[src/rtl/bus_pkg.sv]
// ================================================
// Bus types shared by the SPI decoder, the executor
// and the memory target. One byte-wide bus, one
// master, no error or wait-state signalling.
// ================================================
package bus_pkg;

    localparam int BUS_ADDR_W    = 17;              // 128 KiB address space
    localparam int BUS_DATA_W    = 8;               // Byte-wide data
    localparam int BUS_MEM_DEPTH = 2 ** BUS_ADDR_W; // Words behind the memory target

    typedef logic [BUS_ADDR_W-1:0] bus_addr_t;
    typedef logic [BUS_DATA_W-1:0] bus_data_t;

    // Request handed from the SCK domain to the clk_i domain
    // Only sampled by the executor once the valid bit has been synchronized
    typedef struct packed {
        logic      we;      // 1 = write, 0 = read
        bus_addr_t addr;    // Target address
        bus_data_t wdata;   // Write data, don't care on reads
    } bus_req_t;

endpackage

[src/rtl/bus_cycle_exec.sv]
// ================================================
// Executor in the clk_i domain. Runs one bus cycle
// per command and holds the last read byte for the
// next SPI transaction. req_i must be stable from
// cmd_go_i until the cycle ends.
// ================================================
`timescale 1ns/1ps

module bus_cycle_exec import bus_pkg::*; (
    input  logic      clk_i,
    input  logic      arst_n_i,
    input  logic      cs_sel_i,     // Chip select fell
    input  logic      cs_desel_i,   // Chip select rose
    input  logic      cmd_go_i,     // Command became valid
    input  bus_req_t  req_i,        // From the SCK domain, quasi static
    input  logic      ack_i,
    input  bus_data_t rdata_i,
    output logic      cyc_o,
    output logic      we_o,
    output bus_addr_t addr_o,
    output bus_data_t wdata_o,
    output bus_data_t tx_byte_o,    // Next byte shifted out to the MCU
    output logic      stall_o       // MCU must wait while high
);

    // Bit 1 requests the bus, bit 0 stalls the MCU
    typedef enum logic [1:0] {
        EXEC_READY      = 2'b00,
        EXEC_RECEIVING  = 2'b01,
        EXEC_PROCESSING = 2'b11
    } exec_state_e;

    exec_state_e state_q;
    bus_data_t   tx_q;

    always_ff @(posedge clk_i or negedge arst_n_i) begin
        if (!arst_n_i) begin
            state_q <= EXEC_READY;
        end else if (cs_desel_i) begin
            state_q <= EXEC_READY;      // Deselect always wins
        end else begin
            unique case (state_q)
                EXEC_READY:      if (cs_sel_i) state_q <= EXEC_RECEIVING;
                EXEC_RECEIVING:  if (cmd_go_i) state_q <= EXEC_PROCESSING;
                EXEC_PROCESSING: if (ack_i)    state_q <= EXEC_READY;
                default:         state_q <= EXEC_READY;
            endcase
        end
    end

    always_ff @(posedge clk_i or negedge arst_n_i) begin
        if (!arst_n_i) begin
            tx_q <= '0;
        end else if (cyc_o && ack_i && !req_i.we) begin
            tx_q <= rdata_i;    // Writes leave the last read byte in place
        end
    end

    assign cyc_o     = state_q[1];
    assign stall_o   = state_q[0];
    assign we_o      = cyc_o & req_i.we;
    assign addr_o    = req_i.addr;
    assign wdata_o   = req_i.wdata;
    assign tx_byte_o = tx_q;

endmodule

[config.mk]
export PLATFORM = sky130hd
export DESIGN_NAME = bus_cycle_exec
export DESIGN_NICKNAME = d
export VERILOG_FILES = /design/src/rtl/bus_pkg.sv /design/src/rtl/bus_cycle_exec.sv
export SDC_FILE = /design/constraint.sdc
export NUM_CORES = 1
export LEC_CHECK = 0
export BUFFER_PORTS_ARGS = -buffer_cell sky130_fd_sc_hd__buf_2
export CORE_MARGIN = 5
export CORE_UTILIZATION = 28
export CTS_BUF_LIST = sky130_fd_sc_hd__clkbuf_8 sky130_fd_sc_hd__clkbuf_16
export DETAILED_ROUTE_END_ITERATION = 7
export GPL_ROUTABILITY_DRIVEN = 0
export HOLD_SLACK_MARGIN = 0.08
export PLACE_DENSITY_LB_ADDON = 0.2
export SYNTH_ARGS = -nofsm -noshare
export SYNTH_HDL_FRONTEND = slang
export SYNTH_SLANG_ARGS = --single-unit
[constraint.sdc]
create_clock -name clk_i -period 0.93 [get_ports clk_i]
set_input_delay 0 -clock clk_i [delete_from_list [all_inputs] [get_ports clk_i]]
set_output_delay 0 -clock clk_i [all_outputs]
set_load 0.01 [all_outputs]
==> results.md <==
- The number of pins with negative max-slew slack in the final report is 0.
- The final layout contains routed wiring with a total length of 1630 um.
- The maximum number of pins on one net before global-route repair is 11.
- Final hold analysis gives a worst-case slack of 0.0879 ns.
- The final reports fail on negative setup slack.
- Setup repair after global routing could not meet its margin everywhere.
- The sequential share of the synthesized area is 0.417.
- In the final layout, the multi-input gates occupy 203 sq um.
- The worst register-to-register path begins at state_q[1].
- The number of global-route vias before repair is 552.
- TritonCTS built the clock tree.
- The count of fill cells added during filler insertion is 188.
- The power density normalized to cell area is 1520 mW/mm^2.
- After clock tree synthesis, the clock-pin slew on the worst setup and hold paths is 0.05 ns.
- The path class of the tightest hold or removal check is primary input to register.
- A synthesized cell averages 11.5 sq um.
- The initial antenna violation count is 0.
- The first global-routing pass estimated 2490 um of wire.
- The global router's overall resource usage is 0.103.
- In the final layout, the share of cells above drive strength 1 is 0.468.
- The worst-case clock buffer depth is 2.
- Counting distinct cell types in the post-synthesis netlist gives 9.
- Clock skew on the completed layout was measured at 0.00508 ns.
- The residual antenna-violating net count after detailed routing is 0.
- Once routing completed, OpenROAD measured the worst setup slack at -0.109 ns.
- The mapped netlist covers 601 sq um.
- Of all nets on the critical path, the largest fanout is 8.
- Of the available clock period, the critical path in the final layout requires 1.12.
- By startpoint and endpoint, the worst setup path is classified as register to register.
- The clock tree root driver cell is sky130_fd_sc_hd__clkbuf_8.
- During synthesis, Yosys emitted a total of 0 warnings.
- Measured against its own limit, the worst slew margin works out to 0.847.
- The number of clock buffers inserted by TritonCTS is 3.
- The post-route core utilization is 0.531.
- The cell area after placement is 581 sq um.
- IR analysis of the VDD net gives a maximum drop of 0.522 mV.
- The startpoint of the worst hold path is ack_i.
- The register area is 251 sq um.
- The final setup violation count is 9.
- At the later pin of the worst-skew pair, clock insertion delay measures 0.24 ns.
- At the pin with the least slew margin, the transition time is 0.229 ns.
- The final standard cell area without fillers is 0.00106 sq mm.
- Timing would allow up to 963 MHz.
- The post-placement cell count is 80.
- The tool flagged a number of max-cap violations equal to 0.
- The most critical setup path has its startpoint at state_q[1].
- The startpoint kind of the worst setup timing path is a register.
- For this design the static power due to leakage is 0.543 nW.
- The core area is 0.00200 sq mm.
- The CTS sink count is 10.
- The overall die area is 0.00317 sq mm.
- The final number of hold-violating endpoints is 0.
- After global routing the overflow that remains totals 0.
- Excluding fillers, the count of instances in the completed layout stands at 121.
- The net count of the mapped netlist is 92.
- The post-route DRC violation count is 0.
- In this run the number of H-tree levels came out at 1.
- Dividing the detail-routed via count by the number of cells gives 4.16.
- The data required time at the worst endpoint is 1.05 ns.
- The length of the first detailed-routing pass in iterations is 4.
- The number of buffer cells added on primary ports is 25.
- The die is 56.3 um tall.
- The type of destination of the critical path is a register.
- In this run, synthesis produced a sequential element count of 10.
- The number of diodes added for antenna fixing is 0.
- The net count of the finished layout is 135.
- The minimum clock period is 1.04 ns.
- The count of boundary I/O pins is 76.
- Synthesis handed over a netlist of 52 instances.
- The signed area change from the synthesized netlist to the final layout is 76.9%.
- The die width is 56.3 um.
- The effective utilization at floorplan is 0.300.
- After floorplanning, the core was divided into 16 placement rows.
- Data arrives at the worst endpoint at 1.16 ns.
- The flow ran to the end, but the final reports show violations.
- The average wire per standard cell is 13.5 um.
- The vias after detailed routing is 503.
- The detailed router finished its first iteration with 8 violations.
==> flip-flops by register name (all words and copies together), names as in the netlist <==
signal	cells
state_q	2
tx_byte_o	8
==> area by class of cell <==
| type | instances | area share |
|---|---|---|
| multi-input combinational | 17 | 0.191 |
| clock buffer | 4 | 0.0518 |
| sequential | 10 | 0.237 |
| tap | 27 | 0.0318 |
| timing repair buffer | 63 | 0.489 |
==> where the power goes <==
| part | switching [mW] | leakage, nW | total, mW | internal (mW) |
|---|---|---|---|---|
| Clock | 0.174 | 0.0288 | 0.546 | 0.372 |
| Combinational | 0.190 | 0.388 | 0.501 | 0.311 |
| Sequential | 0.0454 | 0.126 | 0.570 | 0.525 |
| Total | 0.409 | 0.543 | 1.62 | 1.21 |
==> cells in the final DEF (no fill, tap or decap), drive strengths merged <==
cell type / count
and2: 1
clkbuf: 4
nand3b: 1
or2b: 1
dfrtp: 10
a21bo: 1
dlygate4sd3: 37
a21oi: 2
buf: 26
nand2b: 3
mux2: 8
==> synthesized netlist by cell type <==
library cell               count  share of area
sky130_fd_sc_hd__nand2b_1      3          0.031
sky130_fd_sc_hd__nand3b_4      1          0.033
sky130_fd_sc_hd__a21oi_1       2          0.017
sky130_fd_sc_hd__dfrtp_1      10           0.42
sky130_fd_sc_hd__and2_1        1          0.010
sky130_fd_sc_hd__a21bo_2       1          0.017
sky130_fd_sc_hd__mux2_2        8           0.15
sky130_fd_sc_hd__or2b_1        1          0.013
sky130_fd_sc_hd__buf_4        25           0.31
==> routing by layer <==
layer | vias up | GRT usage | part of all wire
met5 | - | 0 | 0
met4 | 0 | 0.0508 | 0.015
met3 | 3 | 0.0459 | 0.12
met2 | 42 | 0.179 | 0.52
met1 | 232 | 0.104 | 0.34
li1 | 226 | - | -
==> what timing repair did <==
action,4_1_cts,5_1_grt
hold buffers,37,0
hold endpoints to repair,45,0
resized for setup,5,9
endpoints found under the setup margin,12,12
setup buffers,0,0
pin swaps,1,0
cloned,0,0
==> kinds of logic after synthesis <==
| kind of cell | count (synthesis) | synth area share |
|---|---|---|
| mux | 8 | 0.150 |
| flops | 10 | 0.417 |
| buf+inv | 25 | 0.313 |
| simple gates | 6 | 0.0875 |
| compound gates | 3 | 0.0333 |
==> worst max-delay path: stages (launching register included) <==
cell and delay, ns:
sky130_fd_sc_hd__dfrtp_2 0.42, sky130_fd_sc_hd__nand3b_4 0.18, sky130_fd_sc_hd__mux2_4 0.32
==> stage by stage <==
step                setup WS (ns)  total power [mW]  setup TNS (ns)
global placement          -0.0792             0.852          -0.677
global route               -0.142              1.70           -1.22
finish                     -0.109              1.62          -0.878
floorplan                 -0.0973             0.817          -0.778
detailed placement         -0.101             0.858          -0.707
CTS                        -0.115              1.59          -0.928
==> worst paths after layout <==
check                      slack, ns            to  cells after the start
setup / recovery               -0.11  tx_byte_o[2]                      2
hold / removal                  0.09    state_q[1]                      3
setup reg to reg               -0.11  tx_byte_o[2]                      2
hold reg to reg                 0.50  tx_byte_o[7]                      1
max in group asynchronous       0.55    state_q[1]                      2
min in group asynchronous       0.16  tx_byte_o[0]                      2
(Power assumes the default switching activity.)
