### config.mk
export PLATFORM = sky130hd
export DESIGN_NAME = spi_cmd_decode
export DESIGN_NICKNAME = d
export VERILOG_FILES = /design/src/rtl/bus_pkg.sv /design/src/rtl/spi_cmd_pkg.sv /design/src/rtl/spi_cmd_decode.sv
export SDC_FILE = /design/constraint.sdc
export NUM_CORES = 1
export LEC_CHECK = 0
export BUFFER_PORTS_ARGS = -buffer_cell sky130_fd_sc_hd__clkbuf_2
export CAP_MARGIN = 10
export CORE_UTILIZATION = 35
export DETAILED_ROUTE_END_ITERATION = 10
export PLACE_DENSITY = 0.59
export SETUP_SLACK_MARGIN = 0.1
export SLEW_MARGIN = 20
export SYNTH_ARGS = -nofsm -noshare
export SYNTH_HDL_FRONTEND = slang
export SYNTH_SLANG_ARGS = --single-unit
### constraint.sdc
create_clock -name spi_sck_i -period 3.1 [get_ports spi_sck_i]
set_input_delay 0.31 -clock spi_sck_i [delete_from_list [all_inputs] [get_ports spi_sck_i]]
set_output_delay 0.31 -clock spi_sck_i [all_outputs]
set_load 0.05 [all_outputs]
### src/rtl/bus_pkg.sv
// ================================================
// Bus types shared by the SPI decoder, the executor
// and the memory target. One byte-wide bus, one
// master, no error or wait-state signalling.
// ================================================
package bus_pkg;

    localparam int BUS_ADDR_W    = 17;              // 128 KiB address space
    localparam int BUS_DATA_W    = 8;               // Byte-wide data
    localparam int BUS_MEM_DEPTH = 2 ** BUS_ADDR_W; // Words behind the memory target

    typedef logic [BUS_ADDR_W-1:0] bus_addr_t;
    typedef logic [BUS_DATA_W-1:0] bus_data_t;

    // Request handed from the SCK domain to the clk_i domain
    // Only sampled by the executor once the valid bit has been synchronized
    typedef struct packed {
        logic      we;      // 1 = write, 0 = read
        bus_addr_t addr;    // Target address
        bus_data_t wdata;   // Write data, don't care on reads
    } bus_req_t;

endpackage

### src/rtl/spi_cmd_pkg.sv
// ================================================
// SPI command byte layout and decoder encoding.
// Argument order after the command byte is fixed:
// write data, address high, address low.
// ================================================
package spi_cmd_pkg;

    import bus_pkg::*;

    // First byte of every transaction
    typedef struct packed {
        logic       write;      // Bit 7, 1 = write cycle
        logic       set_addr;   // Bit 6, 1 = address bytes follow, 0 = increment
        logic [4:0] reserved;   // Ignored
        logic       a16;        // Bit 0, address bit 16 when set_addr is high
    } spi_cmd_t;

    // A received byte is either the command or a raw argument byte
    typedef union packed {
        spi_cmd_t  cmd;         // Decoded in DEC_CMD
        bus_data_t data;        // Data and address argument bytes
    } spi_rx_u;

    // Top bit flags a complete command, the clk_i side only watches that bit
    typedef enum logic [2:0] {
        DEC_CMD     = 3'b000,   // Waiting for command byte
        DEC_DATA    = 3'b001,   // Waiting for write data
        DEC_ADDR_HI = 3'b010,   // Waiting for address bits 15:8
        DEC_ADDR_LO = 3'b011,   // Waiting for address bits 7:0
        DEC_VALID   = 3'b100    // Command complete, request stable
    } dec_state_e;

endpackage

### src/rtl/spi_cmd_decode.sv
// ================================================
// Command decoder in the SCK domain.
// One command per chip select, extra bytes after
// DEC_VALID are ignored. The request stays stable
// until chip select rises.
// ================================================
`timescale 1ns/1ps

module spi_cmd_decode import bus_pkg::*, spi_cmd_pkg::*; (
    input  logic     arst_n_i,
    input  logic     spi_cs_n_i,    // Active low select
    input  logic     spi_sck_i,     // Serial clock
    input  spi_rx_u  rx_byte_i,     // Byte from the shifter
    input  logic     byte_done_i,   // Byte complete at this rising edge
    output bus_req_t req_o,         // Assembled bus request
    output logic     cmd_valid_o    // Request complete
);

    dec_state_e state_q;
    dec_state_e state_d;
    bus_req_t   req_q;
    logic       set_addr_q;     // Current command carries address bytes
    logic       dec_rst_n;
    spi_cmd_t   cmd;

    // Held in DEC_CMD while deselected, so each select starts clean
    assign dec_rst_n = arst_n_i & ~spi_cs_n_i;
    assign cmd       = rx_byte_i.cmd;

    always_comb begin
        state_d = state_q;
        unique case (state_q)
            DEC_CMD: begin
                if (cmd.write) begin
                    state_d = DEC_DATA;
                end else if (cmd.set_addr) begin
                    state_d = DEC_ADDR_HI;
                end else begin
                    state_d = DEC_VALID;    // Read at incremented address
                end
            end
            DEC_DATA:    state_d = set_addr_q ? DEC_ADDR_HI : DEC_VALID;
            DEC_ADDR_HI: state_d = DEC_ADDR_LO;
            DEC_ADDR_LO: state_d = DEC_VALID;
            default:     state_d = DEC_VALID;   // Sit here until deselect
        endcase
    end

    always_ff @(posedge spi_sck_i or negedge dec_rst_n) begin
        if (!dec_rst_n) begin
            state_q <= DEC_CMD;
        end else if (byte_done_i) begin
            state_q <= state_d;     // One step per byte
        end
    end

    // Address survives between transactions for increment mode
    always_ff @(posedge spi_sck_i or negedge arst_n_i) begin
        if (!arst_n_i) begin
            req_q      <= '0;
            set_addr_q <= 1'b0;
        end else if (byte_done_i) begin
            unique case (state_q)
                DEC_CMD: begin
                    req_q.we   <= cmd.write;
                    set_addr_q <= cmd.set_addr;
                    if (cmd.set_addr) begin
                        req_q.addr[16] <= cmd.a16;  // Low bits follow as arguments
                    end else begin
                        req_q.addr <= req_q.addr + 1'b1;
                    end
                end
                DEC_DATA:    req_q.wdata      <= rx_byte_i.data;
                DEC_ADDR_HI: req_q.addr[15:8] <= rx_byte_i.data;
                DEC_ADDR_LO: req_q.addr[7:0]  <= rx_byte_i.data;
                default: ;                  // Request frozen once valid
            endcase
        end
    end

    assign req_o       = req_q;
    assign cmd_valid_o = state_q[2];    // Valid bit of the encoding

endmodule

==> reports/summary.txt <==
GRT Resource Usage Total = 17.98%
number of buffers created by CTS = 5
path type of the worst min-delay path = in2async
total number of H-tree levels = 2
Cell Count, Final, Fillers Out = 279
clock root buffer = clkbuf_8
number of distinct library cells after synthesis = 43
Total Power Consumption = 1.086 mW
largest net degree at the start of global routing = 29
via count of the first global-routing pass = 1,421
Post-Synthesis Cell Area = 1713 um^2
Avg Vias per Cell = 5.387
total gr overflow = 0
synthesized area per cell = 9.516 um^2
post-place instance area = 1919 um^2
count of flip-flops with a built-in enable after synthesis = 0
number of warning messages in the yosys log = 0
portion of the clock cycle consumed by the worst path in the final layout = 64.25%
number of failing hold endpoints at the final stage = 0
Clock Pin Slew Worst Setup and Hold Paths = 0.06 ns
die outline height = 71.96 um
#FFs+latches synth = 30
number of clock sinks seen by CTS = 30
post-synthesis net count = 193
register area share after synthesis = 43.83%
growth of design area from synthesis to finish = 17.46%
floorplan core area = 4723 um^2
VDD IR max = 187.6 uV
shortest period the worst path allows = 1.992 ns
per-cell routed wire length = 15.20 um
Synth Instances = 180
Initial Util = 36.26%
placed wire-length estimate after detailed placement = 2937 um
startpoint kind of the worst setup timing path = flip-flop
transition time of the tightest slew-check pin = 0.8471 ns
post-route clock skew = 0.005239 ns
Max-cap violations = 0
result of the run = completed
count of nets left with antenna violations after detail routing = 0
Worst Path Class, Setup = reg2reg
count of inserted antenna diode cells = 0
arrival time reported for the critical path endpoint = 2.19 ns
number of I/O pins = 39
worst skew pair latency = 0.28 ns
required time at the worst-slack endpoint = 3.30 ns
Leak = 0.8864 nW
predominant post-synthesis flop cell = dfrtp_1
Slew Viols, Final = 0
net total in the final layout = 226
highest net fanout along the worst path = 12
number of buffers inserted by post-CTS setup repair = 0
Slew headroom = 43.22%
Horiz. Die Dim = 71.96 um
number of gates given a new drive strength after cts = 0
DRC errors left = 0
cell count after placement = 272
final weighted congestion of routability-driven global placement = 0.7430
wire length of the first global-routing pass = 7134 um
FFs w/ async S/R, synth = 100.0%
cell area power density = 539.7 nW/um^2
proportion of layout cells with a drive suffix above 1 = 27.83%
# setup viols final = 0
number of rows created at floorplan = 25
setup TNS = 0 ns
first-pass detailed-route iteration total = 4
initial detailed-routing violation count = 85
total wire length = 4242 um
deepest clock path buffer count = 2
setup repair after global routing missed its margin = no
Fmax achieved = 502.1 MHz
antenna violations before repair = 0
TritonCTS clock tree = yes
total vias in the final route = 1,503
endpoint kind of the worst setup timing path = flip-flop
count of input and output buffers = 38
full die area = 5178 um^2
final standard cell area without fillers = 2012 um^2
-- layer usage --
layer	wire [um]	GRT usage, %
met4	23	4.575
met3	199	4.306
met5	0	0
met1	2097	25.47
met2	1921	27.78
-- cell families (layout without fill, tap and decap cells) --
logic type	after synthesis	count (layout)	share of synthesized area, %
simple gates	62	62	21.69
compound gates	58	58	20.82
flops	30	30	43.83
buf+inv	16	48	4.602
mux	13	13	8.327
fa+ha+maj	1	1	0.7303
-- stage by stage --
stage	hold slack (ns)	util (%)	setup WS, ns
after detailed placement	0.2652	40.64	1.141
after floorplan	0.01441	-	1.107
final	0.07721	42.60	1.108
after global routing	0.1414	42.60	0.9125
after global placement	0.2680	40.64	1.193
after CTS	0.1222	42.60	1.110
-- critical path, cell delays in order (launching register included) --
cell     delay (ns)
dfrtp_1        0.48
or3_1          0.45
a21oi_1        0.64
o21ai_0        0.19
o21ai_1        0.16
-- where the power goes --
group / internal, mW / switching (mW) / total, mW
sequential: 0.438 / 0.0471 / 0.485
clock: 0.171 / 0.142 / 0.313
combinational: 0.0764 / 0.211 / 0.288
total: 0.686 / 0.400 / 1.09
-- area by class of cell --
| cell class | count | area (um^2) |
|---|---|---|
| inverter | 3 | 11.26 |
| fill | 493 | 2711 |
| tap | 67 | 83.83 |
| timing repair buffer | 39 | 200.2 |
| sequential | 30 | 750.7 |
| clock buffer | 6 | 82.58 |
| multi-input combinational | 134 | 883.3 |
-- sequential cells by signal, indices dropped and copies added, names as in the netlist --
register    flops
req_o          26
state_q         3
set_addr_q      1
-- placed cells by master, fill, tap and decap left out, types with 2 or more instances in the layout --
cell       instances
a21o_1             2
o32ai_1            2
nor2b_1            4
o41ai_1            2
a2bb2oi_1          7
dfrtp_1           30
inv_1              3
mux2i_1            3
nor2_1             3
clkbuf_8           6
a21oi_1           21
nand3_1           10
or3b_1             2
mux2_1             2
nand2b_1           4
nand4_1            4
o22ai_1            9
o21ai_0           10
and4_1             2
clkbuf_2          38
nand2_1           19
or3_1              2
o21ai_1            2
mux2_2             8
-- timing repair --
action                                 in CTS  in global routing
endpoints found under the hold margin       3                  0
setup endpoints to repair                   0                  0
hold buffers                                1                  0
-- Yosys cell counts (3+ instances only) --
cell type,n,area (um^2)
o22ai_1,9,56.30
dfrtp_1,30,750.7
a2bb2oi_1,7,61.31
mux2i_1,3,30.03
a21oi_1,21,105.1
nand2_1,19,71.32
buf_2,5,25.02
nor2_1,3,11.26
nand3_1,10,50.05
nand4_1,4,25.02
nand2b_1,4,25.02
nor2b_1,4,25.02
inv_1,3,11.26
o21ai_0,10,50.05
clkbuf_1,5,18.77
mux2_2,8,90.09
-- path summary, 6_finish.rpt --
path	endpoint	slack [ns]	depth (start not counted)	startpoint
min in group spi_sck_i	state_q[0]$_DFFE_PN0P_	0.30	2	byte_done_i
min	req_o[9]$_DFFE_PN0P_	0.08	1	arst_n_i
max	req_o[8]$_DFFE_PN0P_	1.11	4	state_q[1]$_DFFE_PN0P_
max reg2reg	req_o[8]$_DFFE_PN0P_	1.11	4	state_q[1]$_DFFE_PN0P_
min reg2reg	req_o[25]$_DFFE_PN0P_	0.50	1	req_o[25]$_DFFE_PN0P_
max in group asynchronous	state_q[1]$_DFFE_PN0P_	2.32	2	arst_n_i
Power figures use the tool's default switching activity.
