## src/rtl/bus_pkg.sv

```systemverilog
// ================================================
// Bus types shared by the SPI decoder, the executor
// and the memory target. One byte-wide bus, one
// master, no error or wait-state signalling.
// ================================================
package bus_pkg;

    localparam int BUS_ADDR_W    = 17;              // 128 KiB address space
    localparam int BUS_DATA_W    = 8;               // Byte-wide data
    localparam int BUS_MEM_DEPTH = 2 ** BUS_ADDR_W; // Words behind the memory target

    typedef logic [BUS_ADDR_W-1:0] bus_addr_t;
    typedef logic [BUS_DATA_W-1:0] bus_data_t;

    // Request handed from the SCK domain to the clk_i domain
    // Only sampled by the executor once the valid bit has been synchronized
    typedef struct packed {
        logic      we;      // 1 = write, 0 = read
        bus_addr_t addr;    // Target address
        bus_data_t wdata;   // Write data, don't care on reads
    } bus_req_t;

endpackage

```

## src/rtl/spi_cmd_pkg.sv

```systemverilog
// ================================================
// SPI command byte layout and decoder encoding.
// Argument order after the command byte is fixed:
// write data, address high, address low.
// ================================================
package spi_cmd_pkg;

    import bus_pkg::*;

    // First byte of every transaction
    typedef struct packed {
        logic       write;      // Bit 7, 1 = write cycle
        logic       set_addr;   // Bit 6, 1 = address bytes follow, 0 = increment
        logic [4:0] reserved;   // Ignored
        logic       a16;        // Bit 0, address bit 16 when set_addr is high
    } spi_cmd_t;

    // A received byte is either the command or a raw argument byte
    typedef union packed {
        spi_cmd_t  cmd;         // Decoded in DEC_CMD
        bus_data_t data;        // Data and address argument bytes
    } spi_rx_u;

    // Top bit flags a complete command, the clk_i side only watches that bit
    typedef enum logic [2:0] {
        DEC_CMD     = 3'b000,   // Waiting for command byte
        DEC_DATA    = 3'b001,   // Waiting for write data
        DEC_ADDR_HI = 3'b010,   // Waiting for address bits 15:8
        DEC_ADDR_LO = 3'b011,   // Waiting for address bits 7:0
        DEC_VALID   = 3'b100    // Command complete, request stable
    } dec_state_e;

endpackage

```

## src/rtl/spi_shifter.sv

```systemverilog
// ================================================
// Mode 0 SPI slave shifter, MSB first, on SCK.
// SCK must idle low while chip select is high.
// byte_done_o and rx_byte_o are combinational and
// only meaningful at the eighth rising edge.
// ================================================
`timescale 1ns/1ps

module spi_shifter import bus_pkg::*, spi_cmd_pkg::*; (
    input  logic      arst_n_i,
    input  logic      spi_cs_n_i,   // Active low select
    input  logic      spi_sck_i,    // Serial clock, idle low
    input  logic      spi_sd_i,     // MCU to bridge
    input  bus_data_t tx_byte_i,    // Next byte to send
    output logic      spi_sd_o,     // Bridge to MCU
    output spi_rx_u   rx_byte_o,    // Completed byte
    output logic      byte_done_o   // High across the eighth bit
);

    logic       cnt_rst_n;      // Bit position restarts while deselected
    logic [2:0] bit_cnt;        // Rising edges seen in the current byte
    logic [6:0] rx_sr;          // First seven bits of the byte
    logic [7:0] tx_sr;          // Transmit shift register
    logic       first_q;        // No falling edge yet in this transaction

    assign cnt_rst_n = arst_n_i & ~spi_cs_n_i;

    always_ff @(posedge spi_sck_i or negedge cnt_rst_n) begin
        if (!cnt_rst_n) begin
            bit_cnt <= '0;
        end else begin
            bit_cnt <= bit_cnt + 3'd1;  // Wraps every byte
        end
    end

    always_ff @(posedge spi_sck_i) begin
        rx_sr <= {rx_sr[5:0], spi_sd_i};    // Sample on rising edge
    end

    // Last bit comes straight from the pin so the decoder sees the full byte
    assign rx_byte_o.data = {rx_sr, spi_sd_i};
    assign byte_done_o    = (bit_cnt == 3'd7);

    // Output changes on falling edges only
    always_ff @(negedge spi_sck_i or negedge cnt_rst_n) begin
        if (!cnt_rst_n) begin
            first_q <= 1'b1;
            tx_sr   <= '0;
        end else begin
            first_q <= 1'b0;
            if (bit_cnt == 3'd0) begin
                tx_sr <= tx_byte_i;                 // Byte boundary, reload
            end else if (first_q) begin
                tx_sr <= {tx_byte_i[6:0], 1'b0};    // MSB already driven from tx_byte_i
            end else begin
                tx_sr <= {tx_sr[6:0], 1'b0};
            end
        end
    end

    assign spi_sd_o = first_q ? tx_byte_i[7] : tx_sr[7];   // MSB valid before first rise

endmodule

```

## config.mk

```make
export PLATFORM = sky130hd
export DESIGN_NAME = spi_shifter
export DESIGN_NICKNAME = d
export VERILOG_FILES = /design/src/rtl/bus_pkg.sv /design/src/rtl/spi_cmd_pkg.sv /design/src/rtl/spi_shifter.sv
export SDC_FILE = /design/constraint.sdc
export NUM_CORES = 1
export LEC_CHECK = 0
export ABC_AREA = 0
export BUFFER_PORTS_ARGS = -buffer_cell sky130_fd_sc_hd__buf_2
export CORE_MARGIN = 3
export CORE_UTILIZATION = 48
export CTS_CLUSTER_DIAMETER = 150
export DETAILED_ROUTE_END_ITERATION = 16
export HOLD_SLACK_MARGIN = 0.08
export MAX_ROUTING_LAYER = met4
export PLACE_DENSITY = 0.75
export SLEW_MARGIN = 20
export SYNTH_ARGS = -nofsm -noshare
export SYNTH_HDL_FRONTEND = slang
export SYNTH_SLANG_ARGS = --single-unit
```

## constraint.sdc

```tcl
create_clock -name spi_sck_i -period 1.68 [get_ports spi_sck_i]
set_input_delay 0.336 -clock spi_sck_i [delete_from_list [all_inputs] [get_ports spi_sck_i]]
set_output_delay 0.336 -clock spi_sck_i [all_outputs]
set_load 0.01 [all_outputs]
```

==> metrics, run 1 <==
outcome finished with violations; failing checks setup timing; Post-CTS Hold Buffers 0; Max VDD drop 0.000544 V; worst hold-check path type input port to async pin; Worst Skew 64.6 ps; post-synth net total 63; Crit path required time 1340 ps; die area 2100 um2; Post-synth ARST share 63.2%; leading area contributor after synthesis mux2_4; Post-synth EDFFs 0; Ports 22; remaining global-route overflow 0; Synth top cells by count mux2_4, dfrtn_1, dfxtp_1, inv_1; clock buffer depth 2; GRT busiest layer met2; initial antenna violation count 0; Clk Latency, worst-skew pair 350 ps; top-area cell type share of the netlist area 27.7%; Antenna Nets Post-Route 0; count leader, synth mux2_4; Final Hold Fails 0; vias per cell 4.65; Starting Density 54.9%; crit path DAT 2140 ps; CP Class flop to primary output; Slew Viols, Final 0; Die W 45.8 um; core area 1380 um2; M3 GR Usage 2.37%; Vert. Die Dim 45.8 um; Total Wirelength 1340 um; Syn Inst Count 48; Initial DRC Count 2; worst stage delay on the critical path 530 ps; routed length per instance 13.7 um; placer congestion estimate 0.718; Reg2Reg Setup Slack -430 ps; PnR worst setup slack -800 ps; Clock Sinks 19; DRC 0; Max Cap Violations 0; pwr dens 780 nW/um2; Row Count 13; number of synthesized register bits 19; Reg clk slew, reported paths 110 ps; largest net degree at the start of global routing 12; HPWL after detailed placement 1020 um; GR Util All Layers 15.5%; CTS tree built; Port Buffer Count 21; Final Non-Filler Cells 98; Layout fillers 90; dpl ws -463 ps; Post-layout nets 99; CP Capture Type primary output; Worst path slowest cell dfstp_2; RSZ-0062 raised after global routing true; grt met2 use 25.9%; GRT met1 Usage 17.5%; ys flop type dfrtn_1; CTS buffer count 3; Final setup viols 9; Clock H-tree levels 1; crit path launch type flop; post-synthesis sequential area ratio 58.2%; Root Buffer clkbuf_4; dpl cells 92; Synth Cell Area 759 um2; CP cell instances mux2_4, buf_6; Mapped Avg Cell Area 15.8 um2; crit path max fanout 2; yosys warns 0; register area 442 um2; area grow syn2layout 39.9%; number of global-route vias before repair 490; Leak 0.565 nW; vias 456; share of cells above drive strength 1 74.7%; antenna cells 0; area occupied by multi-input gates 333 um2; global-route wire length before repair 2140 um; synth unique cells 15; synth top area cells mux2_4, dfrtn_1, dfxtp_1, dfrtp_1, ha_1; TritonRoute pass-1 iters 2
==> area by class of cell <==
cell class | instances | area share [%]
clock inverter | 2 | 0.824
tap | 15 | 1.77
clock buffer | 3 | 2.12
sequential | 19 | 41.6
timing repair buffer | 34 | 21.3
inverter | 3 | 1.06
multi-input combinational | 22 | 31.3
==> critical path: cells and delay by family, from the launching register on <==
| kind | cells | cell delay [ps] |
|---|---|---|
| DFF | 1 | 530 |
| muxes | 1 | 300 |
| buffers and inverters | 1 | 120 |
==> path summary, 6_finish.rpt <==
check	start	end	cells after the start
setup / recovery	first_q	spi_sd_o	2
hold / removal	arst_n_i	bit_cnt[2]	3
setup reg to reg	bit_cnt[0]	tx_sr[4]	5
hold reg to reg	rx_sr[1]	rx_sr[2]	0
max in group asynchronous	spi_cs_n_i	tx_sr[2]	3
min in group spi_sck_i	spi_sd_i	rx_sr[0]	1
==> what timing repair did <==
| action | in CTS | in global routing |
|---|---|---|
| gates resized for setup | 7 | 7 |
| pin swaps | 1 | 3 |
| buffers inserted | 2 | 1 |
| endpoints found under the setup margin | 9 | 10 |
| gates cloned | 0 | 0 |
==> sequential cells by signal, summed over array words and instances (netlist names) <==
name,count
first_q,1
rx_sr,7
tx_sr,8
bit_cnt,3
==> report_power, final <==
part,internal [mW],switching [mW]
clock,0.0918,0.144
combinational,0.0690,0.0386
sequential,0.478,0.00730
==> per-layer routing <==
layer	part of all wire (%)	up-vias	routed length, um
met4	0	0	0
met1	41	222	547
met5	0	-	0
met2	54	13	726
met3	5.2	0	70
li1	-	221	-
==> metrics by stage <==
step	util, %	power, mW	hold WS (ps)	instance area, um2	TNS [ps]
floorplan	-	0.564	290	774	-3160
global placement	68.8	0.602	326	951	-3570
detailed placement	68.8	0.607	337	951	-3830
CTS	74.3	0.844	93.0	1030	-3930
global route	76.8	0.871	123	1060	-4400
finish	76.8	0.829	121	1060	-3950
==> layout by cell type (no fill, tap or decap), types with 2 or more instances in the layout <==
master	synthesis	routed
mux2_4	14	15
dfrtn_1	8	8
dfrtp_1	3	3
ha_4	0	3
inv_1	4	2
buf_4	1	10
dfxtp_1	7	7
buf_2	1	19
clkbuf_4	0	3
inv_2	0	2
buf_6	1	5
==> cell families after synthesis <==
| logic type | synth area share (%) |
|---|---|
| adder cells (fa/ha/maj) | 4.94 |
| flip-flops | 58.2 |
| multiplexers | 29.2 |
| buffers and inverters | 5.11 |
| AND/OR/NAND/NOR | 2.14 |
| other | 0.494 |
Power figures use the tool's default switching activity.
==> run 2: changes to the inputs <==
- CTS_CLUSTER_DIAMETER: 150 -> 80
- TNS_END_PERCENT: not set -> 5
==> run 2 against run 1 <==
Compared with the run above: non-clock buffer count fell by 3; worst hold slack improved by 18 ps; sequential share of layout area rose by 1.6 points; routed wire length fell by 5.7%; sequential power barely moved; clock-buffer cell count did not move; via count did not move; the flow still finishes with violations (setup timing); critical path type unchanged; sequential cell count did not move.
==> metrics, run 2 (synthesized netlist as in run 1, its figures left out) <==
Total Wirelength 1270 um; dpl cells 91; most frequent cells in the layout buf_2, mux2_4, buf_4, dfrtn_1, dfxtp_1; PnR worst setup slack -808 ps; clock buffer depth 2; Worst Skew 58.0 ps; CP Class flop to primary output; DRC 0; Reg2Reg Setup Slack -410 ps; share of cells above drive strength 1 70.0%; max reg flops 8; Regs by FF count tx_sr: 8 flops, rx_sr: 7 flops, bit_cnt: 3 flops; Leak 0.554 nW; setup bufs post-CTS 0; GR Util All Layers 16.0%; Final Non-Filler Cells 95; CTS buffer count 3; Initial DRC Count 0; largest net degree at the start of global routing 11; hold_sp spi_sd_i; Vert. Die Dim 45.8 um; register area 442 um2; crit path DAT 2150 ps; global-route wire length before repair 2070 um; initial antenna violation count 0; Biggest register tx_sr; Post-layout nets 96; remaining global-route overflow 0; Max VDD drop 0.000619 V; pwr dens 880 nW/um2; Reg-to-Reg Start bit_cnt[1]; placer congestion estimate 0.770; Post-DP Area 938 um2; Ports 22; vias per cell 4.80; Port Buffer Count 21; Reg clk slew, reported paths 100 ps; TritonRoute pass-1 iters 1; worst hold-check path type input port to flop; Starting Density 54.9%; antenna cells 0; HPWL after detailed placement 911 um; Max Cap Violations 0; CP Capture Type primary output; leading cell type in the layout, fill and taps excluded buf_2; Clk Latency, worst-skew pair 350 ps; Crit path required time 1340 ps; Post-CTS Hold Buffers 0; crit path max fanout 2; Layout fillers 104; die area 2100 um2; outcome finished with violations; crit path launch type flop; Final Cell Area 1020 um2; area occupied by multi-input gates 308 um2; critical path startpoint first_q; failing checks setup timing; Final Hold Fails 0; routed length per instance 13.3 um; Total Power 0.901 mW; Clock H-tree levels 1; number of global-route vias before repair 479; vias 456; area grow syn2layout 34.8%; core area 1380 um2; Slew Viols, Final 0; CTS tree built; Row Count 13; Clock Sinks 19; Final setup viols 9; Root Buffer clkbuf_4; RSZ-0062 raised after global routing true; Antenna Nets Post-Route 0; Die W 45.8 um
run 2: repair_timing:
action,in CTS,in global routing
pin swaps,0,0
endpoints found under the hold margin,0,0
resized for setup,1,9
setup endpoints to repair,9,10
run 2: worst paths after layout:
kind,end,depth (start not counted)
min in group asynchronous,bit_cnt[2],4
setup reg to reg,tx_sr[3],5
max in group asynchronous,tx_sr[1],4
hold / removal,rx_sr[0],1
setup / recovery,spi_sd_o,2
hold reg to reg,rx_sr[1],0
run 2: report_power, final:
part	internal, mW	switching, mW
combinational	0.0672	0.0372
sequential	0.478	0.00741
clock	0.167	0.145
run 2: area by class of cell:
type,instances,area share (%)
flip-flops and latches,19,43.2
multi-input cells,22,30.1
repair buffers,31,19.6
clock buffers,3,2.20
clock inverters,2,2.08
well taps,15,1.83
inverters,3,1.10
run 2: per-layer routing:
metal	share of wire [%]	up-vias	GRT usage (%)
met5	0	-	-
met4	3.5	0	13.6
met3	6.3	4	5.93
met2	50	14	24.2
met1	40	221	16.2
li1	-	217	-
run 2: per-stage QoR:
| stage | util [%] | worst slack, ps | hold WS (ps) | setup TNS (ps) |
|---|---|---|---|---|
| final | 74.0 | -808 | 139 | -3760 |
| after global routing | 74.0 | -866 | 128 | -4110 |
| after CTS | 71.2 | -824 | 128 | -4340 |
| after detailed placement | 67.9 | -463 | 332 | -3780 |
| after global placement | 67.9 | -449 | 327 | -3670 |
| after floorplan | - | -453 | 364 | -3590 |
run 2: critical path, stage by stage (launching register included):
cell	delay (ps)
dfstp_2	540
mux2_4	300
buf_6	120
==> run 3: changes to the inputs <==
- ABC_AREA: 0 -> 1
==> run 3 against run 2 <==
Compared with the run above: die area increased by 0.44%; clock-buffer cell count stayed put; final cell count grew 38%; non-clock buffer count down 4; cell area fell by 1.3%; via count increased by 28%; clock power shrank 23%; the flow still finishes with violations (setup timing); setup slack improved by 140 ps; critical path type unchanged; combinational power fell by 17%.
==> metrics, run 3 <==
count leader, synth nand2_1; Vert. Die Dim 45.9 um; Reg clk slew, reported paths 110 ps; max reg flops 8; remaining global-route overflow 0; leading cell type in the layout, fill and taps excluded nand2_1; Total Wirelength 1400 um; CP Class flop to primary output; top-area cell type share of the netlist area 26.2%; Total Power 0.812 mW; post-synthesis sequential area ratio 57.9%; Synth Cell Area 763 um2; outcome finished with violations; vias per cell 4.47; Post-CTS Hold Buffers 0; Slew Viols, Final 0; Post-DP Area 918 um2; Clk Latency, worst-skew pair 360 ps; Clock H-tree levels 1; global-route wire length before repair 2290 um; Regs by FF count tx_sr: 8 flops, rx_sr: 7 flops, bit_cnt: 3 flops; area grow syn2layout 32.3%; Max VDD drop 0.000622 V; worst hold-check path type input port to flop; DRC 0; post-synth net total 102; Max Cap Violations 0; Port Buffer Count 21; largest net degree at the start of global routing 12; routed length per instance 10.7 um; Final Hold Fails 0; GR Util All Layers 16.5%; crit path launch type flop; PnR worst setup slack -669 ps; Worst Skew 66.6 ps; synth top area cells dfrtn_1, dfxtp_1, nand2_1, dfrtp_1, inv_1; number of synthesized register bits 19; crit path max fanout 3; Setup Total Neg Slack -1950 ps; yosys warns 0; Leak 0.580 nW; Crit path required time 1340 ps; Final Cell Area 1010 um2; Post-layout nets 132; initial antenna violation count 0; CP Capture Type primary output; vias 585; antenna cells 0; placer congestion estimate 0.764; Row Count 13; Final setup viols 9; failing checks setup timing; Post-synth ARST share 63.2%; Antenna Nets Post-Route 0; Mapped Avg Cell Area 8.77 um2; pwr dens 804 nW/um2; Biggest register tx_sr; Syn Inst Count 87; Post-synth EDFFs 0; RSZ-0062 raised after global routing true; core area 1400 um2; Die W 45.9 um; most frequent cells in the layout nand2_1, buf_2, inv_1; leading area contributor after synthesis dfrtn_1; Initial DRC Count 4; Root Buffer clkbuf_4; TritonRoute pass-1 iters 4; Synth top cells by count nand2_1, inv_1, dfrtn_1, dfxtp_1, nand3_1; share of cells above drive strength 1 41.4%; die area 2100 um2; crit path DAT 2010 ps; ys flop type dfrtn_1; Ports 22; synth unique cells 16; HPWL after detailed placement 955 um; CTS buffer count 3; Starting Density 54.6%; setup bufs post-CTS 0; Clock Sinks 19; clock buffer depth 2; number of global-route vias before repair 566; CTS tree built
-- run 3: cell types whose count changed after synthesis, sizes merged --
cell / delta
buf: -1
nand2b: -1
nand2: +32
nor2: +1
nor2b: -1
inv: +17
mux2: -15
nand3: +7
-- run 3: repair_timing --
item | in CTS | in global routing
pin swaps | 3 | 0
gates resized for setup | 9 | 6
hold endpoints to repair | 0 | 0
endpoints found under the setup margin | 10 | 10
-- run 3: cells by family after synthesis --
| kind of cell | Yosys count | share of synthesized area (%) |
|---|---|---|
| flip-flops | 19 | 57.9 |
| other | 1 | 0.491 |
| AND/OR/NAND/NOR | 41 | 23.3 |
| buffers and inverters | 23 | 13.4 |
| adder cells (fa/ha/maj) | 3 | 4.92 |
-- run 3: critical path, stage by stage, from the launching register on --
cell and delay, ps:
dfstp_2 580, inv_6 40, nand2_4 40, nand2_2 40
buf_6 110
-- run 3: power by group --
| part | internal, mW | switching, mW | total (mW) | leakage, nW |
|---|---|---|---|---|
| Combinational | 0.0404 | 0.0462 | 0.0866 | 0.351 |
| Clock | 0.0919 | 0.147 | 0.239 | 0.0230 |
| Sequential | 0.478 | 0.00862 | 0.486 | 0.206 |
| Total | 0.610 | 0.202 | 0.812 | 0.580 |
-- run 3: through the flow --
| step | hold slack, ps | worst slack [ps] | utilization, % | instances |
|---|---|---|---|---|
| final | 134 | -669 | 72.2 | 131 |
| after global routing | 121 | -742 | 72.2 | 131 |
| after CTS | 134 | -665 | 70.1 | 131 |
| after detailed placement | 332 | -302 | 65.7 | 127 |
| after global placement | 327 | -293 | 65.7 | 127 |
| after floorplan | 364 | -281 | - | 87 |
-- run 3: path summary, 6_finish.rpt --
| kind | cells past startpoint | slack [ps] | start | endpoint |
|---|---|---|---|---|
| min reg2reg | 0 | 350 | rx_sr[4] | rx_sr[5] |
| max in group asynchronous | 3 | 620 | spi_cs_n_i | tx_sr[0] |
| min | 1 | 130 | spi_sd_i | rx_sr[0] |
| min in group asynchronous | 4 | 170 | arst_n_i | bit_cnt[1] |
| max | 4 | -670 | first_q | spi_sd_o |
| max reg2reg | 6 | -180 | bit_cnt[0] | tx_sr[7] |
-- run 3: area by class of cell --
class                           instances  area (um2)
Clock buffer                            3        22.5
Clock inverter                          2        8.76
Fill cell                             112         389
Inverter                               20        85.1
Multi-Input combinational cell         45         270
Sequential cell                        19         442
Tap cell                               15        18.8
Timing Repair Buffer                   27         163
-- run 3: layer usage --
metal / part of all wire, % / track usage, % / vias up
met5: 0 / - / -
met4: 2.1 / 8.52 / 0
met3: 6.3 / 7.11 / 5
met2: 50 / 24.7 / 14
met1: 42 / 18.5 / 260
li1: - / - / 306
